File: src/logic/rat_pkg.sv
`default_nettype none

package rat_pkg;

    ////////////////////////////////////////////////////////////
    // widths
    ////////////////////////////////////////////////////////////

    localparam int DATA_W    = 8;   // data word
    localparam int INSTR_W   = 18;  // instruction word
    localparam int PC_W      = 10;  // branch address
    localparam int RF_ADDR_W = 5;   // register index

    typedef logic [DATA_W-1:0]    data_t;
    typedef logic [INSTR_W-1:0]   instr_t;
    typedef logic [PC_W-1:0]      pc_t;
    typedef logic [RF_ADDR_W-1:0] rf_addr_t;

    // {opcode hi 5, opcode lo 2}
    // immediate forms carry the immediate in the lo bits, so they sit with lo = 00
    typedef enum logic [6:0] {
        OP_AND_R  = 7'b00000_00,
        OP_OR_R   = 7'b00000_01,
        OP_EXOR_R = 7'b00000_10,
        OP_ADD_R  = 7'b00001_00,
        OP_SUB_R  = 7'b00001_10,
        OP_CMP_R  = 7'b00010_00,
        OP_MOV_R  = 7'b00010_01,
        OP_BRN    = 7'b00100_00,
        OP_BREQ   = 7'b00100_10,
        OP_BRNE   = 7'b00100_11,
        OP_AND_I  = 7'b10000_00,
        OP_OR_I   = 7'b10001_00,
        OP_EXOR_I = 7'b10010_00,
        OP_ADD_I  = 7'b10100_00,
        OP_SUB_I  = 7'b10110_00,
        OP_CMP_I  = 7'b11000_00,
        OP_IN     = 7'b11001_00,
        OP_OUT    = 7'b11010_00,
        OP_MOV_I  = 7'b11011_00,
        OP_NOP    = 7'b11111_00     // also what any unknown code becomes
    } opcode_t;

    typedef enum logic [2:0] {
        ALU_ADD,
        ALU_SUB,
        ALU_AND,
        ALU_OR,
        ALU_EXOR,
        ALU_PASSB   // mov
    } alu_op_t;

    typedef enum logic [1:0] {
        BR_NONE,
        BR_ALWAYS,
        BR_IF_Z,
        BR_IF_NZ
    } branch_t;

    typedef enum logic {
        WR_ALU,
        WR_IN_PORT
    } wr_src_t;

    ////////////////////////////////////////////////////////////
    // stage payloads
    ////////////////////////////////////////////////////////////

    typedef struct packed {
        alu_op_t alu_op;
        logic    use_imm;   // b operand from immediate
        logic    rf_wr;
        wr_src_t wr_src;
        logic    z_ld;
        logic    io_strb;
        branch_t branch;
    } ctrl_t;

    typedef struct packed {
        instr_t instr;
        pc_t    pc;         // address the word was read from
    } fetch_pl_t;

    typedef struct packed {
        ctrl_t    ctrl;
        data_t    dx;
        data_t    dy;
        data_t    imm;      // also the port id of in/out
        rf_addr_t wr_addr;
        pc_t      target;
    } exec_pl_t;

endpackage

`default_nettype wire

File: src/logic/instr_decode.sv
`timescale 1ns/1ps
`default_nettype none

module instr_decode (
    input  rat_pkg::fetch_pl_t fetch_in,
    input  logic               fetch_valid,
    output rat_pkg::rf_addr_t  rf_addr_x,
    output rat_pkg::rf_addr_t  rf_addr_y,
    input  rat_pkg::data_t     rf_data_x,
    input  rat_pkg::data_t     rf_data_y,
    input  logic               wb_wr,
    input  rat_pkg::rf_addr_t  wb_addr,
    input  rat_pkg::data_t     wb_data,
    output rat_pkg::exec_pl_t  exec_out,
    output logic               exec_valid
);

    logic             is_imm;
    logic [6:0]       op_key;
    rat_pkg::opcode_t op;
    rat_pkg::ctrl_t   ctrl;
    logic             fwd_x;
    logic             fwd_y;

    ////////////////////////////////////////////////////////////
    // opcode decode
    ////////////////////////////////////////////////////////////

    assign is_imm = fetch_in.instr[17];     // hi opcode 1xxxx has an immediate
    assign op_key = is_imm ? {fetch_in.instr[17:13], 2'b00}
                           : {fetch_in.instr[17:13], fetch_in.instr[1:0]};
    assign op     = fetch_valid ? rat_pkg::opcode_t'(op_key) : rat_pkg::OP_NOP;

    always_comb
    begin
        ctrl         = '0;
        ctrl.alu_op  = rat_pkg::ALU_PASSB;
        ctrl.wr_src  = rat_pkg::WR_ALU;
        ctrl.branch  = rat_pkg::BR_NONE;
        ctrl.use_imm = is_imm;
        case (op)
            rat_pkg::OP_ADD_R, rat_pkg::OP_ADD_I:
            begin
                ctrl.alu_op = rat_pkg::ALU_ADD;
                ctrl.rf_wr  = 1'b1;
                ctrl.z_ld   = 1'b1;
            end
            rat_pkg::OP_SUB_R, rat_pkg::OP_SUB_I:
            begin
                ctrl.alu_op = rat_pkg::ALU_SUB;
                ctrl.rf_wr  = 1'b1;
                ctrl.z_ld   = 1'b1;
            end
            rat_pkg::OP_CMP_R, rat_pkg::OP_CMP_I:
            begin
                ctrl.alu_op = rat_pkg::ALU_SUB;  // sub for flags only
                ctrl.z_ld   = 1'b1;
            end
            rat_pkg::OP_AND_R, rat_pkg::OP_AND_I:
            begin
                ctrl.alu_op = rat_pkg::ALU_AND;
                ctrl.rf_wr  = 1'b1;
                ctrl.z_ld   = 1'b1;
            end
            rat_pkg::OP_OR_R, rat_pkg::OP_OR_I:
            begin
                ctrl.alu_op = rat_pkg::ALU_OR;
                ctrl.rf_wr  = 1'b1;
                ctrl.z_ld   = 1'b1;
            end
            rat_pkg::OP_EXOR_R, rat_pkg::OP_EXOR_I:
            begin
                ctrl.alu_op = rat_pkg::ALU_EXOR;
                ctrl.rf_wr  = 1'b1;
                ctrl.z_ld   = 1'b1;
            end
            rat_pkg::OP_MOV_R, rat_pkg::OP_MOV_I: ctrl.rf_wr = 1'b1;   // flags untouched
            rat_pkg::OP_IN:
            begin
                ctrl.rf_wr  = 1'b1;
                ctrl.wr_src = rat_pkg::WR_IN_PORT;
            end
            rat_pkg::OP_OUT:  ctrl.io_strb = 1'b1;
            rat_pkg::OP_BRN:  ctrl.branch  = rat_pkg::BR_ALWAYS;
            rat_pkg::OP_BREQ: ctrl.branch  = rat_pkg::BR_IF_Z;
            rat_pkg::OP_BRNE: ctrl.branch  = rat_pkg::BR_IF_NZ;
            default: ;      // nop and unknown codes
        endcase
    end

    ////////////////////////////////////////////////////////////
    // operands with the execute result forwarded
    ////////////////////////////////////////////////////////////

    assign rf_addr_x = fetch_in.instr[12:8];
    assign rf_addr_y = fetch_in.instr[7:3];

    // execute writes at the end of this cycle, so the file is one behind
    assign fwd_x = wb_wr && (wb_addr == rf_addr_x);
    assign fwd_y = wb_wr && (wb_addr == rf_addr_y);

    always_comb
    begin
        exec_out.ctrl    = ctrl;
        exec_out.dx      = fwd_x ? wb_data : rf_data_x;
        exec_out.dy      = fwd_y ? wb_data : rf_data_y;
        exec_out.imm     = fetch_in.instr[7:0];
        exec_out.wr_addr = fetch_in.instr[12:8];
        exec_out.target  = fetch_in.instr[12:3];
    end

    assign exec_valid = fetch_valid;

endmodule

`default_nettype wire

File: config.mk
export PLATFORM = sky130hd
export DESIGN_NAME = instr_decode
export DESIGN_NICKNAME = d
export VERILOG_FILES = /design/src/logic/rat_pkg.sv /design/src/logic/instr_decode.sv
export SDC_FILE = /design/constraint.sdc
export NUM_CORES = 1
export LEC_CHECK = 0
export ABC_AREA = 1
export BUFFER_PORTS_ARGS = -buffer_cell sky130_fd_sc_hd__buf_2
export CAP_MARGIN = 40
export CORE_UTILIZATION = 35
export DETAILED_ROUTE_END_ITERATION = 16
export PLACE_DENSITY_LB_ADDON = 0.08
export SYNTH_ARGS = -nofsm -noshare
export SYNTH_HDL_FRONTEND = slang
export SYNTH_SLANG_ARGS = --single-unit
export TNS_END_PERCENT = 50
File: constraint.sdc
create_clock -name vclk -period 3.05
set_input_delay 0.7625 -clock vclk [all_inputs]
set_output_delay 0.7625 -clock vclk [all_outputs]
set_load 0.01 [all_outputs]
## Yosys cells after proc, flatten, opt, wreduce, memory -nomap -nowiden

Index checks and enable logic that the tools add are counted.

- Input bits: 59
- Word-level logic and storage cells: 40
- Flip-flop bits (word level): 0

- Reduce and logical (&&, ||, !) cells: 10
- Equality and inequality tests: 20
- Mux-type cells: 10

Operators with widths:

| kind | number |
|---|---|
| $eq 7x7->1 const B | 9 |
| $eq 7x5->1 const B | 3 |
| $mux 8 | 2 |
| $pmux 3 s5 | 1 |
| $eq 7x3->1 const B | 2 |
| $eq 7x4->1 const B | 2 |
| $mux 7 | 2 |
| $reduce_or 13->1 | 1 |
| $reduce_or 12->1 | 1 |
| $eq 5x5->1 | 2 |
| $reduce_or 2->1 | 4 |
| $eq 7x1->1 const B | 1 |
| $eq 7x2->1 const B | 1 |
| $logic_not 7->1 | 1 |
| $pmux 2 s3 | 1 |
| $mux 1 | 4 |
| $reduce_or 4->1 | 1 |
| $logic_and 1x1->1 | 2 |

## Depth between registers and ports, before layout

- Word-level depth: 5
- Depth in mapped cells: 9
- Gate-level depth less buffers: 9

## Least setup slack after synthesis

No wires, ideal clock.

- Kind: input -> output
- Start: input wb_addr[1]
- End: output exec_out[23] (netlist name)
- Required time: 2.288 ns
- Setup slack: 0.608 ns
- Stages: 7
- Arrival: 1.680 ns
- Path through: inv_1 > nand2_1 > o21ai_0 > a21oi_1 > nand3_1 > buf_2 > o21ai_0

RTL lines:

| item | RTL line | text |
|---|---|---|
| start, declared | instr_decode.sv:12 | `input rat_pkg::rf_addr_t wb_addr,` |
| end, declared | instr_decode.sv:14 | `output rat_pkg::exec_pl_t exec_out,` |

==> results.sh <==
export IMPL_grt_ovfl_total=0
export IMPL_cp_end_kind="output port"
export IMPL_die_y_microns=52.4
export IMPL_max_freq_ghz=0.378
export IMPL_detailed_place_hpwl_mm=2.10
export IMPL_start_util=0.387
export IMPL_synth_cells=168
export IMPL_ys_seq_area_frac=0
export IMPL_holdBufCountCts=0
export IMPL_post_synth_top_area_fraction=0.295
export IMPL_final_layout_size_suffix_gt1_frac=0.504
export IMPL_timing_final_crit_share=0.867
export IMPL_drtAntennaViolNets=0
export IMPL_critPathKind="input port to output port"
export IMPL_critPathRequiredTime_ps=2290
export IMPL_netlist_top_cells_area="buf_4 (30%), nand2_1 (15%), o21ai_0 (12%)"
export IMPL_rows=17
export IMPL_via_count=1194
export IMPL_place_gp_congestion=0.793
export IMPL_track_usage=0.168
export IMPL_crit_chain="buf_2 > nand3_1 > nor2_2 > nand3_1 > nand2_1 > nor2_1 > nand3_2 > nand2_1 > buf_2"
export IMPL_post_route_util=0.523
export IMPL_slowest_stage="nor2_2"
export IMPL_tightest_slew_ps=264
export IMPL_cap_violations=0
export IMPL_yosysUniqueCellTypes=20
export IMPL_wl_per_cell_microns=9.06
export IMPL_yosysTopAreaCell="buf_4"
export IMPL_ioPinCount=119
export IMPL_core_sq_um=2300
export IMPL_setup_violations=0
export IMPL_die_w_microns=52.4
export IMPL_grt_pass1_wl_mm=3.75
export IMPL_cp_max_fo=8
export IMPL_fin_crit_ps=2640
export IMPL_min_path_type="input port to output port"
export IMPL_power_density_nw_per_um2=126
export IMPL_worst_ep_arrival_time_ps=1880
export IMPL_seq_cells=0
export IMPL_die_area_sq_um=2750
export IMPL_antenna_cells=0
export IMPL_fin_nets=301
export IMPL_power_total_mw=0.152
export IMPL_dp_cells=268
export IMPL_finalHoldViolations=0
export IMPL_start_kind="input port"
export IMPL_firstDrtPassIters=3
export IMPL_synth_commonest_cells="buf_4 (35), nand2_1 (35), o21ai_0 (21)"
export IMPL_ctsResizeCount=0
export IMPL_syn_avg_cell_area_sq_um=5.30
export IMPL_route_detailed_drc=0
export IMPL_viasPerCell=4.46
export IMPL_drt_first_iter_violations=16
export IMPL_maxSlewHeadroom=0.824
export IMPL_nClkBuffers=0
export IMPL_finalSetupTns_ps=0
export IMPL_slew_violations=0
export IMPL_grt_antenna_before_repair=0
export IMPL_status="complete, no violations"
export IMPL_nFillCells=291
export IMPL_grt_start_max_net_pins=17
export IMPL_yosysWarnings=0
export IMPL_p_leak_nw=0.802
export IMPL_finalNonFillerCells=268
export IMPL_synth_nets=227
export IMPL_totalWireLength_mm=2.43
export IMPL_peakVddDrop_mv=0.0779
export IMPL_grt_pass1_vias=907
export IMPL_rsz0062_at_grt="false"
export IMPL_syn_area_sq_um=890
export IMPL_area_growth_pct=35.2
export IMPL_post_cts_setup_buffers=0
export IMPL_cp_slowest_stage_delay_ps=250
export IMPL_regArea_sq_um=0
export IMPL_whs_path_depth=0
export IMPL_io_buffers=107
[power by group]
| group | leakage (nW) | total (mW) | switching [mW] | internal, mW |
|---|---|---|---|---|
| registers | 0 | 0 | 0 | 0 |
| logic | 0.802 | 0.152 | 0.0842 | 0.0674 |
| clock network | 0 | 0 | 0 | 0 |
[cell usage in the layout, fill, tap and decap left out]
| master | Yosys | layout |
|---|---|---|
| nand3_1 | 15 | 15 |
| a21oi_1 | 3 | 3 |
| buf_2 | 2 | 107 |
| o22ai_1 | 2 | 2 |
| nor2_4 | 3 | 3 |
| buf_4 | 35 | 2 |
| o21ai_0 | 21 | 21 |
| o21ai_2 | 1 | 1 |
| nor4_1 | 1 | 1 |
| inv_1 | 20 | 20 |
| nand2_2 | 2 | 2 |
| xor2_1 | 2 | 2 |
| nor3_2 | 1 | 1 |
| nand3_2 | 1 | 1 |
| nand4_1 | 2 | 2 |
| nor2_2 | 2 | 2 |
| nor3_1 | 3 | 3 |
| nand2_1 | 35 | 35 |
| nor2_1 | 15 | 15 |
| inv_2 | 2 | 2 |
[per-layer routing]
layer	GRT usage	share of wire	vias up
li1	-	-	648
met1	0.214	0.43	486
met5	0	0	-
met4	0.0219	0.0062	0
met2	0.312	0.46	58
met3	0.00870	0.10	2
[final timing paths]
path          from            to  slack [ps]
max    fetch_valid  exec_out[48]         410
min   fetch_in[12]  exec_out[17]        1530
[metrics by stage]
step | instance area, sq um | setup slack (ps) | hold slack [ps]
finish | 1200 | 405 | 1530
global route | 1200 | 250 | 1530
CTS | 1200 | 416 | 1530
detailed placement | 1200 | 426 | 1530
global placement | 1200 | 401 | 1530
floorplan | 890 | 608 | 1580
[cells by family after synthesis]
family,after synthesis,synth area share
AO/OA/AOI/OAI,27,0.159
buffers and inverters,59,0.399
AND/OR/NAND/NOR,80,0.422
XOR/XNOR,2,0.0197
[worst max-delay path: cells and delay by family]
kind	cells	cell delay, ps
buffers and inverters	2	290
AND/OR/NAND/NOR	7	830
[layout make-up]
type | count | area, sq um | area share
inverter | 22 | 82.6 | 0.0687
tap | 28 | 35.0 | 0.0291
multi-input combinational | 109 | 534 | 0.444
timing repair buffer | 109 | 551 | 0.458
Power figures use the tool's default switching activity.
