[config.mk]
export PLATFORM = sky130hd
export DESIGN_NAME = exec_unit
export DESIGN_NICKNAME = d
export VERILOG_FILES = /design/src/logic/rat_pkg.sv /design/src/logic/exec_unit.sv
export SDC_FILE = /design/constraint.sdc
export NUM_CORES = 1
export LEC_CHECK = 0
export BUFFER_PORTS_ARGS = -buffer_cell sky130_fd_sc_hd__buf_2
export CORE_MARGIN = 3
export CORE_UTILIZATION = 45
export DETAILED_ROUTE_END_ITERATION = 16
export PLACE_DENSITY_LB_ADDON = 0.15
export SETUP_SLACK_MARGIN = 0.3
export SKIP_CTS_REPAIR_TIMING = 1
export SYNTH_ARGS = -nofsm -noshare
export SYNTH_HDL_FRONTEND = slang
export SYNTH_SLANG_ARGS = --single-unit
export TNS_END_PERCENT = 30
[constraint.sdc]
create_clock -name CLK -period 7.8 [get_ports CLK]
set_input_delay 2.34 -clock CLK [delete_from_list [all_inputs] [get_ports CLK]]
set_output_delay 2.34 -clock CLK [all_outputs]
set_load 0.1 [all_outputs]
[src/logic/rat_pkg.sv]
`default_nettype none

package rat_pkg;

    ////////////////////////////////////////////////////////////
    // widths
    ////////////////////////////////////////////////////////////

    localparam int DATA_W    = 8;   // data word
    localparam int INSTR_W   = 18;  // instruction word
    localparam int PC_W      = 10;  // branch address
    localparam int RF_ADDR_W = 5;   // register index

    typedef logic [DATA_W-1:0]    data_t;
    typedef logic [INSTR_W-1:0]   instr_t;
    typedef logic [PC_W-1:0]      pc_t;
    typedef logic [RF_ADDR_W-1:0] rf_addr_t;

    // {opcode hi 5, opcode lo 2}
    // immediate forms carry the immediate in the lo bits, so they sit with lo = 00
    typedef enum logic [6:0] {
        OP_AND_R  = 7'b00000_00,
        OP_OR_R   = 7'b00000_01,
        OP_EXOR_R = 7'b00000_10,
        OP_ADD_R  = 7'b00001_00,
        OP_SUB_R  = 7'b00001_10,
        OP_CMP_R  = 7'b00010_00,
        OP_MOV_R  = 7'b00010_01,
        OP_BRN    = 7'b00100_00,
        OP_BREQ   = 7'b00100_10,
        OP_BRNE   = 7'b00100_11,
        OP_AND_I  = 7'b10000_00,
        OP_OR_I   = 7'b10001_00,
        OP_EXOR_I = 7'b10010_00,
        OP_ADD_I  = 7'b10100_00,
        OP_SUB_I  = 7'b10110_00,
        OP_CMP_I  = 7'b11000_00,
        OP_IN     = 7'b11001_00,
        OP_OUT    = 7'b11010_00,
        OP_MOV_I  = 7'b11011_00,
        OP_NOP    = 7'b11111_00     // also what any unknown code becomes
    } opcode_t;

    typedef enum logic [2:0] {
        ALU_ADD,
        ALU_SUB,
        ALU_AND,
        ALU_OR,
        ALU_EXOR,
        ALU_PASSB   // mov
    } alu_op_t;

    typedef enum logic [1:0] {
        BR_NONE,
        BR_ALWAYS,
        BR_IF_Z,
        BR_IF_NZ
    } branch_t;

    typedef enum logic {
        WR_ALU,
        WR_IN_PORT
    } wr_src_t;

    ////////////////////////////////////////////////////////////
    // stage payloads
    ////////////////////////////////////////////////////////////

    typedef struct packed {
        alu_op_t alu_op;
        logic    use_imm;   // b operand from immediate
        logic    rf_wr;
        wr_src_t wr_src;
        logic    z_ld;
        logic    io_strb;
        branch_t branch;
    } ctrl_t;

    typedef struct packed {
        instr_t instr;
        pc_t    pc;         // address the word was read from
    } fetch_pl_t;

    typedef struct packed {
        ctrl_t    ctrl;
        data_t    dx;
        data_t    dy;
        data_t    imm;      // also the port id of in/out
        rf_addr_t wr_addr;
        pc_t      target;
    } exec_pl_t;

endpackage

`default_nettype wire

[src/logic/exec_unit.sv]
`timescale 1ns/1ps
`default_nettype none

module exec_unit (
    input  logic              CLK,
    input  logic              rst_n,
    input  rat_pkg::exec_pl_t exec_in,
    input  logic              exec_valid,
    input  rat_pkg::data_t    in_port,
    output logic              wb_wr,
    output rat_pkg::rf_addr_t wb_addr,
    output rat_pkg::data_t    wb_data,
    output logic              redirect,
    output rat_pkg::pc_t      redirect_pc,
    output rat_pkg::data_t    out_port,
    output rat_pkg::data_t    port_id,
    output logic              io_strb
);

    rat_pkg::data_t alu_b;
    rat_pkg::data_t alu_result;
    logic           z_flag;
    logic           taken;

    ////////////////////////////////////////////////////////////
    // alu
    ////////////////////////////////////////////////////////////

    assign alu_b = exec_in.ctrl.use_imm ? exec_in.imm : exec_in.dy;

    always_comb
    begin
        case (exec_in.ctrl.alu_op)
            rat_pkg::ALU_ADD:  alu_result = exec_in.dx + alu_b;   // mod 256
            rat_pkg::ALU_SUB:  alu_result = exec_in.dx - alu_b;
            rat_pkg::ALU_AND:  alu_result = exec_in.dx & alu_b;
            rat_pkg::ALU_OR:   alu_result = exec_in.dx | alu_b;
            rat_pkg::ALU_EXOR: alu_result = exec_in.dx ^ alu_b;
            default:           alu_result = alu_b;
        endcase
    end

    always_ff @(posedge CLK or negedge rst_n)
    begin
        if (!rst_n)
            z_flag <= 1'b0;
        else if (exec_valid && exec_in.ctrl.z_ld)
            z_flag <= (alu_result == '0);
    end

    ////////////////////////////////////////////////////////////
    // write-back and branch
    ////////////////////////////////////////////////////////////

    assign wb_wr   = exec_valid && exec_in.ctrl.rf_wr;
    assign wb_addr = exec_in.wr_addr;
    assign wb_data = (exec_in.ctrl.wr_src == rat_pkg::WR_IN_PORT) ? in_port : alu_result;

    // z here is the value left by the previous instruction
    always_comb
    begin
        case (exec_in.ctrl.branch)
            rat_pkg::BR_ALWAYS: taken = 1'b1;
            rat_pkg::BR_IF_Z:   taken = z_flag;
            rat_pkg::BR_IF_NZ:  taken = !z_flag;
            default:            taken = 1'b0;
        endcase
    end

    assign redirect    = exec_valid && taken;   // also flushes both stages
    assign redirect_pc = exec_in.target;

    ////////////////////////////////////////////////////////////
    // output port one cycle after out executes
    ////////////////////////////////////////////////////////////

    always_ff @(posedge CLK or negedge rst_n)
    begin
        if (!rst_n)
            io_strb <= 1'b0;
        else
            io_strb <= exec_valid && exec_in.ctrl.io_strb;
    end

    always_ff @(posedge CLK)
    begin
        if (exec_valid && exec_in.ctrl.io_strb)
        begin
            out_port <= exec_in.dx;
            port_id  <= exec_in.imm;
        end
    end

endmodule

`default_nettype wire

After elaboration in Yosys (flattened, before gate mapping)
Cells that the tools add are included.
{"block": "word_totals", "output_inout_bits": 42, "reg_bits": 18, "input_bits": 60}
{"block": "classes", "n_mux": 4, "addsub": 2, "bitwise": 3, "eq_ne": 7, "n_reduce_logical": 7}
{"operator": "8-bit one-hot mux with 5 select lines", "count": 1}
{"operator": "8-bit two-way mux", "count": 2}
{"operator": "8-bit adder", "count": 1}
{"operator": "8-bit AND", "count": 1}
{"operator": "8-bit logical NOT", "count": 1}
{"operator": "8-bit OR", "count": 1}
{"operator": "8-bit subtractor", "count": 1}
{"operator": "8-bit XOR", "count": 1}
{"operator": "3-bit by 2-bit equality test with 1-bit output (second input constant)", "count": 2}
{"operator": "2-bit equality test (second input constant)", "count": 2}
{"operator": "1-bit logical AND", "count": 4}
{"operator": "3-bit by 1-bit equality test with 1-bit output (second input constant)", "count": 1}
{"operator": "3-bit equality test (second input constant)", "count": 1}
{"operator": "3-bit logical NOT", "count": 1}
{"operator": "1-bit one-hot mux with 3 select lines", "count": 1}
{"operator": "2-bit by 1-bit equality test with 1-bit output (second input constant)", "count": 1}
{"operator": "1-bit logical NOT", "count": 1}

Depth between registers and ports, before layout
{"block": "logic_depth", "ltp_word": 4, "depth_mapped": 14, "depth_no_buf": 13}

Worst setup path before layout
No wires, ideal clock.
{"block": "synth_path", "path_kind": "input to output", "from": "input exec_in[45] (netlist name)", "to": "output wb_data[5]", "path_stages": 13, "t_arrival_ns": 5.879, "required_ns": 5.460, "path_buffers": 1, "slack_ns": -0.419, "cell_sequence": "buf_6 -> mux2_2 -> inv_1 -> ha_1 -> nor2_1 -> xnor2_1 -> ha_1 -> a21oi_1 -> a21boi_1 -> or3_1 -> a21oi_1 -> nor3b_1 -> a21oi_1"}
{"block": "synth_via", "elab_chain_len": 4, "elab_cells_between_ends": 8, "classes_between": "2 x add/sub; 3 x mux; 3 x bitwise"}
{"item": "from (decl)", "line_no": "exec_unit.sv:7", "text": "input rat_pkg::exec_pl_t exec_in,"}
{"item": "8-bit two-way mux (*)", "line_no": "exec_unit.sv:29", "text": "assign alu_b = exec_in.ctrl.use_imm ? exec_in.imm : exec_in.dy;"}
{"item": "8-bit subtractor, or another cell as far along", "line_no": "exec_unit.sv:35", "text": "rat_pkg::ALU_SUB: alu_result = exec_in.dx - alu_b;"}
{"item": "8-bit one-hot mux with 5 select lines (*)", "line_no": "exec_unit.sv:33", "text": "case (exec_in.ctrl.alu_op)"}
{"item": "8-bit two-way mux (*)", "line_no": "exec_unit.sv:57", "text": "assign wb_data = (exec_in.ctrl.wr_src == rat_pkg::WR_IN_PORT) ? in_port : alu_result;"}
{"item": "to (decl)", "line_no": "exec_unit.sv:12", "text": "output rat_pkg::data_t wb_data,"}
Every way passes the cells marked *; elsewhere a longest branch is shown, timed or not.

Worst setup path after layout
{"block": "layout_path", "from": "input exec_in[45] (netlist name)", "to": "output wb_data[7]"}
The elaborated chain is that of the path after synthesis.

==> results by group <==
Status
  – Status: completed

Synthesis
  – Register bit total from synthesis: 18
  – Post-synth EDFFs: 16
  – Avg Inst Size Synth: 9.10 sq um
  – Sequential fraction of the synthesis area: 25.6%
  – Netlist Area Pre-Place: 2080 sq um
  – Mapped Cells: 228
  – Post-synth top flop: edfxtp_1
  – Mapped Nets: 314
  – Synth unique cells: 57
  – Warning count from the yosys run: 0
  – Ys async rst share: 11.1%

STA
  – RSZ-0062 raised after global routing: no
  – Pins Over Slew Limit: 0
  – Skew final: 0 ns
  – Sum Neg Setup Slack: 0 ns
  – Worst-Margin Slew: 0.841 ns
  – Tcrit/Tclk final: 94.1%
  – Hold Vio Cnt, Final: 0
  – Max frequency: 136 MHz
  – Final min period: 7.34 ns
  – Slew headroom: 43.9%
  – Setup violators final: 0

Worst setup path
  – Cell Chain, Critical Path: clkbuf_4 -> mux2_4 -> inv_2 -> ha_2 -> o211ai_1 -> nand2_1 -> xnor2_1 -> ha_1 -> a211o_1 -> o22a_1 -> o31ai_1 -> o211ai_1 -> o211a_1 -> mux2_2 -> buf_12
  – WP data required: 5.46 ns
  – Most frequent CP cell: o211ai_1
  – RR Startpoint: z_flag
  – Crit path largest cell delay: 0.34 ns
  – CP Class: in2out
  – Setup crit start: exec_in[45]
  – Crit. End Element: output port
  – Slowest stage cell, crit path: mux2_4
  – Worst Path Max Fanout: 5
  – Worst Path Arrival: 5.00 ns
  – Worst Setup Start Kind: input pin

Clocking
  – TritonCTS clock tree: done
  – Max Root-Sink Buffers: 2
  – Clk sink count: 18
  – CTS buffer count: 3
  – Root Buffer: clkbuf_8
  – H-tree depth: 1
  – Worst-path clk slew: 0.07 ns
  – Clk Latency, worst-skew pair: 0.25 ns

Cells and area
  – Nets: 375
  – Ant diodes: 0
  – Layout area overhead: 22.8%
  – Share of post-route cells with drive strength above 1: 36.1%

Floorplan
  – Die Span X: 73.9 microns
  – FP Rows: 24
  – Die footprint: 5460 sq um
  – Initial core utilization: 47.0%
  – Die Y-Extent: 73.9 microns
  – # IOs: 102
  – Core Region: 4410 sq um

Hold path
  – Min-Delay Startpoint: z_flag
  – Worst hold path type: reg2reg

Routing
  – TritonRoute pass-1 iters: 4
  – Met1 WL: 2430 microns
  – Drt total wl: 5200 microns
  – DRT antenna net count: 0
  – Uppermost layer routed: met4
  – Vias/cell: 5.47
  – Vias: 1861
  – Met3 WL: 406 microns
  – Met2 WL: 2340 microns
  – Residual DRC count: 0
  – Initial DRC count: 108
  – Wirelength per Cell: 15.3 microns

Placed design
  – DP Wirelength: 4090 microns
  – GP Congestion: 0.893
  – Port bufs: 71

Global route
  – GRT overflow: 0
  – GRT Total Usage: 19.9%
  – Initial antenna violation count: 0
  – First-pass GRT wire length: 8520 microns
  – Vias in the first global route: 1785
  – Largest net degree at the start of global routing: 27

Power and ir drop
  – Static leakage: 1.21 nW
  – Total power: 0.428 mW
  – Pwr Density: 168 nW/um^2
  – VDD IR max: 104 uV

Run
  – Max_cap viols: 0
==> flip-flops by register name (all words and copies together), names as in the netlist <==
signal,cells
io_strb,1
out_port,8
z_flag,1
port_id,8
==> cell families after synthesis <==
group	count (synthesis)	synth area share (%)
and+or+nand+nor	60	15.6
AOI/OAI and AO/OA	59	20.9
buffers and inverters	43	11.0
adders and majority gates	26	16.0
DFF	18	25.6
muxes	15	8.02
xor gates and xnor gates	7	2.95
==> final timing paths <==
check / cells past startpoint / to / slack (ns)
worst min register to register: 2 / z_flag / 0.51
min in group asynchronous: 1 / z_flag / 1.86
max in group asynchronous: 1 / io_strb / 5.85
worst max register to register: 2 / z_flag / 7.17
worst min-delay path: 2 / z_flag / 0.51
worst max-delay path: 15 / wb_data[7] / 0.46
==> per-stage QoR <==
stage / utilization [%] / std cells / area [sq um] / hold WS (ns) / setup slack (ns)
finish: 57.7 / 340 / 2550 / 0.508 / 0.459
global route: 57.7 / 340 / 2550 / 0.541 / 0.311
CTS: 56.9 / 339 / 2510 / 0.508 / 0.216
detailed placement: 55.9 / 335 / 2470 / 0.479 / 0.221
global placement: 55.9 / 335 / 2470 / 0.498 / 0.325
floorplan: - / 228 / 2080 / 0.448 / 0.175
==> synth_stat cells, types with 2 or more instances <==
cell type	instances	area, sq um
and2_1	4	25.0
a211o_1	2	17.5
o21a_1	6	45.0
inv_1	17	63.8
nand2_1	16	60.1
a21oi_1	9	45.0
nor2b_1	9	56.3
o21ai_0	7	35.0
o211a_1	2	20.0
a22oi_1	3	22.5
or2_1	2	12.5
o32ai_1	3	26.3
ha_1	25	313
nor4b_1	2	17.5
mux2i_2	2	27.5
xnor2_1	7	61.3
edfxtp_1	16	480
a31oi_1	2	12.5
o31ai_1	2	15.0
clkbuf_1	5	18.8
nand2b_1	6	37.5
buf_2	2	10.0
buf_4	15	113
mux2_2	5	56.3
o211ai_1	3	22.5
a22o_1	3	26.3
o22a_1	2	17.5
mux2i_1	6	60.1
nor2_1	10	37.5
dfrtp_1	2	50.1
mux2_1	2	22.5
nor3_1	3	15.0
o21ai_1	3	15.0
inv_2	2	7.51
==> metal layers <==
metal	vias up	track usage, %
li1	936	-
met1	847	26.9
met2	76	33.5
met3	2	3.56
met4	0	3.82
met5	-	0
==> final cells by class <==
| type | instances | area [sq um] |
|---|---|---|
| Sequential cell | 18 | 531 |
| Tap cell | 52 | 65.1 |
| Clock buffer | 4 | 45.0 |
| Multi-Input combinational cell | 167 | 1350 |
| Fill cell | 391 | 1870 |
| Inverter | 19 | 71.3 |
| Timing Repair Buffer | 80 | 485 |
==> worst max-delay path, delay by kind of cell <==
family	cells	cell delay, ns
AO/OA/AOI/OAI	6	0.92
AND/OR/NAND/NOR	1	0.10
buffers and inverters	3	0.40
adder cells (fa/ha/maj)	2	0.47
multiplexers	2	0.63
XOR/XNOR	1	0.13
==> report_power, final <==
| part | switching [mW] | total [mW] | internal, mW |
|---|---|---|---|
| combinational | 0.165 | 0.245 | 0.0791 |
| clock | 0.0346 | 0.0709 | 0.0363 |
| sequential | 0.00117 | 0.113 | 0.112 |
| total | 0.201 | 0.428 | 0.227 |
==> placed cells by master (no fill, tap or decap), types with 4 or more instances in the layout <==
master / netlist / routed
and2_1: 4 / 4
xnor2_1: 7 / 7
o21a_1: 6 / 6
buf_2: 2 / 66
edfxtp_1: 16 / 16
mux2i_1: 6 / 6
nor2b_1: 9 / 9
mux2_2: 5 / 4
buf_12: 0 / 4
nor2_1: 10 / 10
nand2_1: 16 / 16
o21ai_0: 7 / 5
nand2b_1: 6 / 6
inv_1: 17 / 16
ha_1: 25 / 24
buf_4: 15 / 9
a21oi_1: 9 / 7
(Power assumes the default switching activity.)
