==> src/logic/rat_pkg.sv <==
`default_nettype none

package rat_pkg;

    ////////////////////////////////////////////////////////////
    // widths
    ////////////////////////////////////////////////////////////

    localparam int DATA_W    = 8;   // data word
    localparam int INSTR_W   = 18;  // instruction word
    localparam int PC_W      = 10;  // branch address
    localparam int RF_ADDR_W = 5;   // register index

    typedef logic [DATA_W-1:0]    data_t;
    typedef logic [INSTR_W-1:0]   instr_t;
    typedef logic [PC_W-1:0]      pc_t;
    typedef logic [RF_ADDR_W-1:0] rf_addr_t;

    // {opcode hi 5, opcode lo 2}
    // immediate forms carry the immediate in the lo bits, so they sit with lo = 00
    typedef enum logic [6:0] {
        OP_AND_R  = 7'b00000_00,
        OP_OR_R   = 7'b00000_01,
        OP_EXOR_R = 7'b00000_10,
        OP_ADD_R  = 7'b00001_00,
        OP_SUB_R  = 7'b00001_10,
        OP_CMP_R  = 7'b00010_00,
        OP_MOV_R  = 7'b00010_01,
        OP_BRN    = 7'b00100_00,
        OP_BREQ   = 7'b00100_10,
        OP_BRNE   = 7'b00100_11,
        OP_AND_I  = 7'b10000_00,
        OP_OR_I   = 7'b10001_00,
        OP_EXOR_I = 7'b10010_00,
        OP_ADD_I  = 7'b10100_00,
        OP_SUB_I  = 7'b10110_00,
        OP_CMP_I  = 7'b11000_00,
        OP_IN     = 7'b11001_00,
        OP_OUT    = 7'b11010_00,
        OP_MOV_I  = 7'b11011_00,
        OP_NOP    = 7'b11111_00     // also what any unknown code becomes
    } opcode_t;

    typedef enum logic [2:0] {
        ALU_ADD,
        ALU_SUB,
        ALU_AND,
        ALU_OR,
        ALU_EXOR,
        ALU_PASSB   // mov
    } alu_op_t;

    typedef enum logic [1:0] {
        BR_NONE,
        BR_ALWAYS,
        BR_IF_Z,
        BR_IF_NZ
    } branch_t;

    typedef enum logic {
        WR_ALU,
        WR_IN_PORT
    } wr_src_t;

    ////////////////////////////////////////////////////////////
    // stage payloads
    ////////////////////////////////////////////////////////////

    typedef struct packed {
        alu_op_t alu_op;
        logic    use_imm;   // b operand from immediate
        logic    rf_wr;
        wr_src_t wr_src;
        logic    z_ld;
        logic    io_strb;
        branch_t branch;
    } ctrl_t;

    typedef struct packed {
        instr_t instr;
        pc_t    pc;         // address the word was read from
    } fetch_pl_t;

    typedef struct packed {
        ctrl_t    ctrl;
        data_t    dx;
        data_t    dy;
        data_t    imm;      // also the port id of in/out
        rf_addr_t wr_addr;
        pc_t      target;
    } exec_pl_t;

endpackage

`default_nettype wire

==> src/logic/reg_file.sv <==
`timescale 1ns/1ps
`default_nettype none

module reg_file (
    input  logic              CLK,
    input  rat_pkg::rf_addr_t rd_addr_x,
    input  rat_pkg::rf_addr_t rd_addr_y,
    input  logic              wr_en,
    input  rat_pkg::rf_addr_t wr_addr,
    input  rat_pkg::data_t    wr_data,
    output rat_pkg::data_t    rd_data_x,
    output rat_pkg::data_t    rd_data_y
);

    localparam int NUM_REGS = 2 ** rat_pkg::RF_ADDR_W;

    rat_pkg::data_t regs [NUM_REGS];

    // write lands at the end of the execute cycle
    always_ff @(posedge CLK)
    begin
        if (wr_en)
            regs[wr_addr] <= wr_data;
    end

    assign rd_data_x = regs[rd_addr_x];     // async reads for decode
    assign rd_data_y = regs[rd_addr_y];

endmodule

`default_nettype wire

==> config.mk <==
export PLATFORM = sky130hd
export DESIGN_NAME = reg_file
export DESIGN_NICKNAME = d
export VERILOG_FILES = /design/src/logic/rat_pkg.sv /design/src/logic/reg_file.sv
export SDC_FILE = /design/constraint.sdc
export NUM_CORES = 1
export LEC_CHECK = 0
export BUFFER_PORTS_ARGS = -buffer_cell sky130_fd_sc_hd__buf_4
export CORE_MARGIN = 1.5
export CORE_UTILIZATION = 55
export DETAILED_ROUTE_END_ITERATION = 8
export PLACE_DENSITY = 0.72
export SYNTH_ARGS = -nofsm -noshare
export SYNTH_HDL_FRONTEND = slang
export SYNTH_SLANG_ARGS = --single-unit
==> constraint.sdc <==
create_clock -name CLK -period 2.3 [get_ports CLK]
set_clock_uncertainty 0.05 [all_clocks]
set_input_delay 0.23 -clock CLK [delete_from_list [all_inputs] [get_ports CLK]]
set_output_delay 0.23 -clock CLK [all_outputs]
set_load 0.01 [all_outputs]
# After elaboration in Yosys (flattened, before gate mapping)
# Memories as Yosys holds them, arrays and structs flattened.
# Index checks and enable logic that the tools add are counted.
# totals
elab_cells	3
out_inout_bits	16
n_memories	1
inputBits	25
ram_bits	256
reg_bits	0
# classes
muxes	2
# mem_list
memory	words	width	read_ports	rd_clocked_by_memory_dff	wr	line	text
regs	32	8	2	0	1	reg_file.sv:17	rat_pkg::data_t regs [NUM_REGS];
# ops
cell	n
2-to-1 mux 1 bit	2

# Logic depth before layout (Yosys ltp)
# Gate-level depths: netlist (run 1).
# depth
ltp_word	2
ltp_mapped	5
ltp_nobuf	3

# Worst setup path after synthesis (run 1)
# No wires, ideal clock.
# synth_path
path_type	input -> output
start	input rd_addr_y[1]
end	output rd_data_y[0]
setup_slack_ps	68
arrival_time_ps	1952
required_time_ps	2020
stages	5
path_buffers	2
cell_sequence	clkbuf_1 > buf_1 > mux4_2 > mux4_2 > mux2_2
# synth_between
elab_chain_len	1
# synth_lines
element	line	text
start, declared	reg_file.sv:7	input rat_pkg::rf_addr_t rd_addr_y,
memory read (32 x 8 bit)	n/a	
end, declared	reg_file.sv:12	output rat_pkg::data_t rd_data_y
# No other way between the ends.

==> results of run 1 <==
-- worst max path at each step --
| stage | from | to | slack [ns] | depth (start not counted) |
|---|---|---|---|---|
| global route | regs[3][3] | rd_data_y[3] | -0.48 | 4 |
| floorplan | rd_addr_y[1] | rd_data_y[0] | 0.07 | 5 |
| finish | regs[0][3] | rd_data_y[3] | -0.46 | 4 |
| CTS | regs[0][3] | rd_data_y[3] | -0.46 | 4 |
| detailed placement | rd_addr_y[0] | rd_data_y[1] | -0.18 | 6 |
| global placement | rd_addr_y[0] | rd_data_y[1] | -0.16 | 6 |
-- power by group --
| part | switching [mW] | leakage [nW] | internal (mW) | total, mW |
|---|---|---|---|---|
| sequential | 0.0268 | 2.31 | 5.19 | 5.22 |
| combinational | 0.472 | 1.79 | 0.542 | 1.01 |
| clock | 1.71 | 0.391 | 2.30 | 4.00 |
| total | 2.21 | 4.49 | 8.03 | 10.2 |
-- through the flow --
stage	setup slack, ns	setup TNS (ns)	utilization (%)	total power [mW]	hold WS (ns)
3_3_place_gp	-0.159	-1.71	61.3	6.24	0.586
4_1_cts	-0.461	-6.00	65.8	10.3	0.0319
5_1_grt	-0.480	-6.43	65.8	10.5	0.0535
3_5_place_dp	-0.178	-1.93	61.3	6.27	0.605
2_1_floorplan	0.0682	0	-	5.87	0.279
6_report	-0.457	-5.79	65.8	10.2	0.0493
-- synthesized netlist by cell type --
| master | n |
|---|---|
| edfxtp_1 | 256 |
| or3_1 | 1 |
| or3b_2 | 3 |
| mux4_2 | 160 |
| nand3_1 | 2 |
| clkbuf_1 | 7 |
| mux2_2 | 16 |
| nand3b_1 | 5 |
| nand2_1 | 1 |
| nor2_1 | 33 |
| buf_1 | 16 |
| buf_6 | 2 |
| buf_2 | 2 |
| buf_4 | 12 |
-- layout make-up --
type,instances,area [um^2]
Clock buffer,32,673
Fill cell,1350,7210
Clock inverter,13,125
Sequential cell,256,7690
Multi-Input combinational cell,221,4050
Timing Repair Buffer,101,993
Tap cell,275,344
-- kinds of logic (layout without fill, tap and decap cells) --
kind of cell | Yosys count | after routing
flops | 256 | 256
mux | 176 | 176
buf+inv | 39 | 146
simple gates | 45 | 45
-- timing repair --
action                                  in CTS  in global routing
endpoints found under the setup margin      16                 16
setup buffers                                4                  0
gates resized for setup                     32                  0
-- metal layers --
metal	GRT usage, %	vias to the layer above	routed length (um)	share of wire [%]
met3	6.31	62	2970	9.9
met1	39.4	3396	11400	38
li1	-	2493	-	-
met4	9.51	0	884	3.0
met5	0	-	0	0
met2	44.4	406	14700	49
==> impl_metrics.sql, run 1 <==
INSERT INTO impl_metrics (metric_group, metric, value, unit) VALUES
('status', 'run_status', 'complete, but fails checks', ''),
('status', 'violations_in_the_final_reports', 'setup timing', ''),
('clock_tree', 'cts-root-to-sink-buffers', '3', ''),
('global_routing', 'grt_overflow_total', '0', ''),
('critical_path', 'worst-path-max-fanout', '2', ''),
('sta', 'final_min_period_over_clock_period', '120', '%'),
('critical_path', 'startpoint_type', 'register', ''),
('logic_synthesis', 'post_synth_xor_area_fraction', '0', '%'),
('min_path', 'min-delay-start', 'wr_data[0]', ''),
('critical_path', 'worst_path_largest_cell_delay', '0.55', 'ns'),
('power_and_ir_drop', 'power.leakage', '4.49', 'nW'),
('critical_path', 'critical_path.most_common_cell', 'mux4_2', ''),
('sta', 'setup_viol', '16', ''),
('routing', 'post_detailed_route_drc_marker_count', '0', ''),
('place', 'numPlacedInstances', '849', ''),
('min_path', 'worstHoldPathCells', '1', ''),
('logic_synthesis', 'postSynthRegisterBits', '256', ''),
('routing', 'remaining_antenna_violation_count', '0', ''),
('sta', 'final.min_clock_period', '2.76', 'ns'),
('logic_synthesis', 'post_synth_fa_ha_maj_area_fraction', '0', '%'),
('critical_path', 'critical_path_buf_inv_count', '1', ''),
('logic_synthesis', 'post_synth_and_or_nand_nor_area_fraction', '1.75', '%'),
('logic_synthesis', 'multiplexer_fraction_of_the_synthesized_cell_area', '31.8', '%'),
('critical_path', 'critPathArrivalTime', '2.48', 'ns'),
('global_routing', 'antenna_found_initial', '0', ''),
('sta', 'remaining_max_slew_budget_at_the_tightest_pin', '76.1', '%'),
('place', 'place.port_buffers', '40', ''),
('sta', 'drv_slew', '0', ''),
('routing', 'viasPerCell', '7.08', ''),
('clock_tree', 'cts_made_buffers', '26', ''),
('clock_tree', 'numClockSinks', '256', ''),
('floorplan', 'placeableCoreArea', '0.0211', 'mm^2'),
('critical_path', 'endpoint_kind_of_the_worst_setup_timing_path', 'output pin', ''),
('logic_synthesis', 'synth_largest_area_cell', 'edfxtp_1', ''),
('cells_and_area', 'design_area', '0.0139', 'mm^2'),
('logic_synthesis', 'yosys.cell_types.count', '14', ''),
('clock_tree', 'tritoncts', 'built', ''),
('sta', 'worst_slack', '-0.457', 'ns'),
('place', 'detailed_place.area', '0.0129', 'mm^2'),
('routing', 'detailedRoute.firstIterationViolations', '769', ''),
('place', 'place_congestion', '0.846', ''),
('cells_and_area', 'max_reg_flops', '256', ''),
('logic_synthesis', 'synth-compound-area-share', '0', '%'),
('logic_synthesis', 'yosys_warnings', '0', ''),
('cells_and_area', 'mostFrequentLayoutCell', 'edfxtp_1', ''),
('logic_synthesis', 'synth_top_cells_by_area', 'edfxtp_1, mux4_2, mux2_2', ''),
('routing', 'route.detailed.wl_per_inst', '33.3', 'um'),
('clock_tree', 'clk_root_buffer_cell', 'clkbuf_16', ''),
('cells_and_area', 'instances_no_fill', '898', ''),
('power_and_ir_drop', 'cellPowerDensity', '738', 'mW/mm^2'),
('critical_path', 'cp_top_family', 'multiplexers', ''),
('logic_synthesis', 'mappedNetlistNets', '541', ''),
('critical_path', 'crit_path_top_delay_cell', 'mux4_2', ''),
('sta', 'grt_setup_unrepaired', 'true', ''),
('routing', 'drtPass1Iterations', '4', ''),
('global_routing', 'wire_length_of_the_first_global_routing_pass', '43800', 'um'),
('logic_synthesis', 'combinational_family_with_the_most_area_after_synthesis', 'multiplexers', ''),
('power_and_ir_drop', 'ir_drop', '0.600', 'mV'),
('logic_synthesis', 'ys_seq_area_share', '64.7', '%'),
('cells_and_area', 'number_of_antenna_repair_diodes', '0', ''),
('floorplan', 'die_width', '150', 'um'),
('floorplan', 'initial_utilization', '56.4', '%'),
('min_path', 'hold_path_end', 'regs[30][0]', ''),
('logic_synthesis', 'post_synthesis_cell_count', '516', ''),
('critical_path', 'worst_ep_required_time', '2.02', 'ns'),
('cells_and_area', 'layout_top_registers', 'regs (256)', ''),
('global_routing', 'first_global_vias', '6655', ''),
('clock_tree', 'htree_levels', '1', ''),
('critical_path', 'worstSetupPathType', 'register to output pin', ''),
('cells_and_area', 'final_layout_size_suffix_gt1_share', '50.7', '%'),
('floorplan', 'io-pin-count', '41', '');
No activity file was read; power rests on OpenSTA's default activity.
==> inputs of run 2 (changes only) <==
Settings changed: CORE_UTILIZATION 55 to 50, PLACE_DENSITY 0.72 to 0.66.
==> impl_metrics.sql, run 2 (same netlist as run 1, synthesis figures left out) <==
INSERT INTO impl_metrics (metric_group, metric, value, unit) VALUES
('min_path', 'hp-class', 'primary input to register', ''),
('cells_and_area', 'number_of_antenna_repair_diodes', '0', ''),
('critical_path', 'cp_top_family', 'multiplexers', ''),
('clock_tree', 'ctsHoldBuffers', '0', ''),
('sta', 'worst_slack', '-0.390', 'ns'),
('power_and_ir_drop', 'power.leakage', '4.54', 'nW'),
('clock_tree', 'numClockSinks', '256', ''),
('global_routing', 'grt_overflow_total', '0', ''),
('clock_tree', 'cts_made_buffers', '27', ''),
('critical_path', 'cell_depth_of_the_worst_setup_path', '4', ''),
('cells_and_area', 'finalCoreUtilization', '60.1', '%'),
('critical_path', 'worst-path-max-fanout', '2', ''),
('power_and_ir_drop', 'ir_drop', '0.610', 'mV'),
('status', 'run_status', 'complete, but fails checks', ''),
('floorplan', 'num_rows', '56', ''),
('clock_tree', 'htree_levels', '1', ''),
('routing', 'wl', '29600', 'um'),
('sta', 'remaining_max_slew_budget_at_the_tightest_pin', '74.5', '%'),
('clock_tree', 'clk_root_buffer_cell', 'clkbuf_16', ''),
('floorplan', 'die_width', '157', 'um'),
('critical_path', 'critical_path.most_common_cell', 'mux4_2', ''),
('place', 'place_hpwl', '19400', 'um'),
('routing', 'viasPerCell', '6.58', ''),
('min_path', 'worstHoldPathCells', '1', ''),
('critical_path', 'critical_path_buf_inv_count', '1', ''),
('floorplan', 'die_area', '0.0247', 'mm^2'),
('floorplan', 'placeableCoreArea', '0.0234', 'mm^2'),
('global_routing', 'grt_start_max_net_pins', '33', ''),
('power_and_ir_drop', 'cellPowerDensity', '769', 'mW/mm^2'),
('routing', 'detailedRoute.firstIterationViolations', '791', ''),
('routing', 'num_vias', '6193', ''),
('global_routing', 'first_global_vias', '6391', ''),
('critical_path', 'worst_ep_required_time', '2.02', 'ns'),
('critical_path', 'worst_path_largest_cell_delay', '0.55', 'ns'),
('global_routing', 'wire_length_of_the_first_global_routing_pass', '43000', 'um'),
('sta', 'fmax', '0.372', 'GHz'),
('critical_path', 'endpoint_kind_of_the_worst_setup_timing_path', 'output pin', ''),
('place', 'place_congestion', '0.798', ''),
('routing', 'drtPass1Iterations', '5', ''),
('clock_tree', 'cts-root-to-sink-buffers', '3', ''),
('cells_and_area', 'instances_no_fill', '941', ''),
('sta', 'setup_viol', '16', ''),
('place', 'place.port_buffers', '40', ''),
('sta', 'timing.final.hold_violations', '0', ''),
('routing', 'post_detailed_route_drc_marker_count', '0', ''),
('floorplan', 'chipHeight', '157', 'um'),
('sta', 'drv_slew', '0', ''),
('cells_and_area', 'mostFrequentLayoutCell', 'edfxtp_1', ''),
('place', 'numPlacedInstances', '892', ''),
('global_routing', 'globalRouteTotalUtil', '25.1', '%'),
('sta', 'worst_slew_pin_slew', '0.383', 'ns'),
('place', 'dpl_worst_slack', '-0.168', 'ns'),
('clock_tree', 'post_cts_setup_bufs', '0', ''),
('critical_path', 'crit_path_top_delay_cell', 'mux4_2', ''),
('routing', 'remaining_antenna_violation_count', '0', ''),
('critical_path', 'cp_cell_sequence', 'mux4_2 -> mux4_2 -> mux2_4 -> buf_6', ''),
('clock_tree', 'cts.clk_slew.worst_paths', '0.06', 'ns'),
('cells_and_area', 'layout_top_registers', 'regs (256)', ''),
('routing', 'route.detailed.wl_per_inst', '31.4', 'um'),
('critical_path', 'startpoint_type', 'register', ''),
('critical_path', 'worstSetupPathType', 'register to output pin', ''),
('cells_and_area', 'final_layout_size_suffix_gt1_share', '50.6', '%'),
('clock_tree', 'tritoncts', 'built', ''),
('floorplan', 'io-pin-count', '41', ''),
('cells_and_area', 'nNetsFinal', '627', ''),
('sta', 'final_min_period_over_clock_period', '117', '%'),
('status', 'violations_in_the_final_reports', 'setup timing', ''),
('cells_and_area', 'commonest_cells_after_routing_fill_and_taps_aside', 'edfxtp_1, mux4_2, buf_4, nor2_1, clkbuf_16', ''),
('cells_and_area', 'layout-area-overhead-vs-synth', '18.2', '%'),
('global_routing', 'antenna_found_initial', '0', ''),
('floorplan', 'initial_utilization', '50.8', '%'),
('sta', 'final.min_clock_period', '2.69', 'ns'),
('sta', 'grt_setup_unrepaired', 'true', ''),
('critical_path', 'critPathArrivalTime', '2.41', 'ns'),
('cells_and_area', 'max_reg_flops', '256', ''),
('power_and_ir_drop', 'post_layout_total_power', '10.8', 'mW'),
('cells_and_area', 'top_register', 'regs', ''),
('flow_run', 'cap_viol_max_count', '0', '');
## run 2: cell count changes in the layout (fill, tap and decap cells not counted), sizes merged
cell | previous run | this run
buf | 101 | 96
bufinv | 2 | 6
clkinvlp | 1 | 0
inv | 0 | 1
## run 2: cell type report
class                           instances  area (um^2)
Clock buffer                           32          694
Clock inverter                         17          241
Fill cell                            1707         9350
Multi-Input combinational cell        221         4050
Sequential cell                       256         7690
Tap cell                              319          399
Timing Repair Buffer                   96          981
## run 2: routing by layer
metal  vias up  track usage [%]  share of wire [%]
met5         -                0                  0
met4         0             7.10                2.3
met1      3329             37.0                 41
li1       2477                -                  -
met2       342             39.8                 48
met3        45             3.55                8.5
## run 2: power by group
group          internal (mW)  switching [mW]
combinational          0.547           0.471
clock                   2.83            1.74
sequential              5.19          0.0253
## run 2: per-stage QoR
step,hold slack (ns),setup TNS (ns),area [um^2]
detailed placement,0.600,-1.96,13000
CTS,0.0438,-5.81,14100
global placement,0.589,-1.69,13000
global route,0.0654,-6.19,14100
finish,0.0589,-5.56,14100
floorplan,0.279,0,11900
## run 2: timing repair
action                     4_1_cts  5_1_grt
gates resized for setup         32        0
pin swaps                        0        0
setup endpoints to repair       16       16
## run 2: final timing paths
check           end         from  slack, ns
min      regs[3][1]   wr_data[1]       0.06
max    rd_data_x[7]  regs[31][7]      -0.39
==> inputs of run 3 (changes only) <==
Settings changed: CORE_UTILIZATION 50 to 62, HOLD_SLACK_MARGIN set to 0.1, PLACE_DENSITY 0.66 to 0.8.
==> impl_metrics.sql, run 3 (same netlist as run 1, synthesis figures left out) <==
INSERT INTO impl_metrics (metric_group, metric, value, unit) VALUES
('critical_path', 'worst_ep_required_time', '2.02', 'ns'),
('sta', 'worst_slack', '-0.414', 'ns'),
('routing', 'route.detailed.wl_per_inst', '34.4', 'um'),
('floorplan', 'die_width', '141', 'um'),
('critical_path', 'startpoint_type', 'register', ''),
('power_and_ir_drop', 'cellPowerDensity', '721', 'mW/mm^2'),
('place', 'place.port_buffers', '40', ''),
('cells_and_area', 'nNetsFinal', '631', ''),
('min_path', 'worstHoldPathCells', '3', ''),
('place', 'place_congestion', '0.858', ''),
('cells_and_area', 'layout-area-overhead-vs-synth', '15.6', '%'),
('cells_and_area', 'commonest_cells_after_routing_fill_and_taps_aside', 'edfxtp_1, mux4_2, buf_4, nor2_1, clkbuf_16', ''),
('global_routing', 'antenna_found_initial', '0', ''),
('global_routing', 'use_met1', '45.3', '%'),
('clock_tree', 'numClockSinks', '256', ''),
('power_and_ir_drop', 'ir_drop', '0.589', 'mV'),
('critical_path', 'critical_path.most_common_cell', 'mux4_2', ''),
('place', 'dpl_worst_slack', '-0.165', 'ns'),
('critical_path', 'critPathArrivalTime', '2.43', 'ns'),
('sta', 'timing.hold.ws', '0.223', 'ns'),
('clock_tree', 'htree_levels', '1', ''),
('clock_tree', 'tritoncts', 'built', ''),
('floorplan', 'num_rows', '50', ''),
('cells_and_area', 'mostFrequentLayoutCell', 'edfxtp_1', ''),
('floorplan', 'placeableCoreArea', '0.0188', 'mm^2'),
('place', 'place_hpwl', '19200', 'um'),
('floorplan', 'initial_utilization', '63.3', '%'),
('routing', 'detailedRoute.firstIterationViolations', '821', ''),
('critical_path', 'crit_path_top_delay_cell', 'mux4_2', ''),
('min_path', 'hp-class', 'primary input to register', ''),
('sta', 'final_min_period_over_clock_period', '118', '%'),
('clock_tree', 'cts_made_buffers', '25', ''),
('cells_and_area', 'number_of_antenna_repair_diodes', '0', ''),
('sta', 'remaining_max_slew_budget_at_the_tightest_pin', '70.4', '%'),
('flow_run', 'cap_viol_max_count', '0', ''),
('sta', 'worst_slew_pin_slew', '0.444', 'ns'),
('cells_and_area', 'max_reg_flops', '256', ''),
('sta', 'final.min_clock_period', '2.71', 'ns'),
('routing', 'wl', '29500', 'um'),
('sta', 'grt_setup_unrepaired', 'true', ''),
('cells_and_area', 'final_layout_size_suffix_gt1_share', '49.8', '%'),
('global_routing', 'wire_length_of_the_first_global_routing_pass', '44100', 'um'),
('floorplan', 'chipHeight', '141', 'um'),
('floorplan', 'io-pin-count', '41', ''),
('sta', 'drv_slew', '0', ''),
('critical_path', 'endpoint_kind_of_the_worst_setup_timing_path', 'output pin', ''),
('min_path', 'min-delay-start', 'wr_addr[3]', ''),
('clock_tree', 'cts-root-to-sink-buffers', '3', ''),
('place', 'numPlacedInstances', '805', ''),
('clock_tree', 'cts.clk_slew.worst_paths', '0.06', 'ns'),
('global_routing', 'grt_start_max_net_pins', '33', ''),
('critical_path', 'cp_top_family', 'multiplexers', ''),
('power_and_ir_drop', 'power.leakage', '4.44', 'nW'),
('routing', 'remaining_antenna_violation_count', '0', ''),
('cells_and_area', 'fillCellCount', '1027', ''),
('cells_and_area', 'design_area', '0.0137', 'mm^2'),
('global_routing', 'groute.layer.met3.usage', '8.57', '%'),
('critical_path', 'worstSetupPathType', 'register to output pin', ''),
('routing', 'post_detailed_route_drc_marker_count', '0', ''),
('critical_path', 'worst_path_largest_cell_delay', '0.53', 'ns'),
('cells_and_area', 'top_register', 'regs', ''),
('cells_and_area', 'instances_no_fill', '858', ''),
('routing', 'num_vias', '6457', ''),
('critical_path', 'cp_cell_sequence', 'mux4_2 -> mux4_2 -> mux2_4 -> buf_6', ''),
('sta', 'timing.final.hold_violations', '0', ''),
('global_routing', 'first_global_vias', '6820', ''),
('global_routing', 'met2_usage', '48.4', '%'),
('floorplan', 'die_area', '0.0200', 'mm^2'),
('routing', 'viasPerCell', '7.53', ''),
('global_routing', 'gr-max-usage-layer', 'met2', ''),
('status', 'run_status', 'complete, but fails checks', ''),
('global_routing', 'globalRouteTotalUtil', '31.6', '%'),
('cells_and_area', 'layout_top_registers', 'regs (256)', ''),
('sta', 'fmax', '0.368', 'GHz'),
('global_routing', 'grt_overflow_total', '0', ''),
('status', 'violations_in_the_final_reports', 'setup timing', ''),
('sta', 'setup-tns-final', '-5.61', 'ns'),
('min_path', 'hold_path_end', 'regs[29][5]', ''),
('clock_tree', 'clk_root_buffer_cell', 'clkbuf_16', ''),
('routing', 'drtPass1Iterations', '5', ''),
('clock_tree', 'post_cts_setup_bufs', '0', ''),
('critical_path', 'worst-path-max-fanout', '2', ''),
('place', 'detailed_place.area', '0.0128', 'mm^2'),
('sta', 'setup_viol', '16', ''),
('critical_path', 'critical_path_buf_inv_count', '1', '');
[run 3: changes by cell type in the layout (fill, tap and decap cells not counted), sizes merged]
cell         previous run  this run
buf                    96        94
bufinv                  6         0
clkbuf                 32        29
clkinv                 10        12
clkinvlp                0         3
dlygate4sd3             0         8
[run 3: stage by stage]
stage / total power, mW / util, %
final: 9.91 / 73.2
after detailed placement: 6.25 / 68.3
after floorplan: 5.87 / -
after global placement: 6.22 / 68.3
after CTS: 9.94 / 73.2
after global routing: 10.2 / 73.2
[run 3: what timing repair did]
item | CTS | global route
hold buffers | 8 | 0
gates cloned | 0 | 0
hold endpoints to repair | 256 | 0
setup endpoints to repair | 16 | 16
resized for setup | 32 | 0
[run 3: report_power, final]
group	switching [mW]	internal, mW	leakage, nW
registers	0.0284	5.19	2.31
clock network	1.68	2.00	0.358
logic	0.467	0.541	1.78
[run 3: layer usage]
metal	share of wire, %	up-vias	routed length (um)
met1	37	3427	10900
li1	-	2490	-
met2	48	468	14300
met5	0	-	0
met3	12	72	3460
met4	3.0	0	886
[run 3: worst max-delay path by stage]
stage / start / end / slack [ns] / cells past startpoint
after floorplan: rd_addr_y[1] / rd_data_y[0] / 0.07 / 5
after global placement: rd_addr_x[1] / rd_data_x[2] / -0.16 / 6
after detailed placement: rd_addr_x[1] / rd_data_x[3] / -0.16 / 6
after CTS: regs[3][6] / rd_data_y[6] / -0.39 / 4
after global routing: regs[3][6] / rd_data_y[6] / -0.42 / 4
final: regs[3][6] / rd_data_y[6] / -0.41 / 4
[run 3: final cells by class]
| cell class | count | area [um^2] | share of cell area, % |
|---|---|---|---|
| clock buffer | 29 | 641 | 4.66 |
| sequential | 256 | 7690 | 55.9 |
| timing repair buffer | 102 | 983 | 7.16 |
| clock inverter | 16 | 87.6 | 0.637 |
| multi-input combinational | 221 | 4050 | 29.5 |
| tap | 234 | 293 | 2.13 |
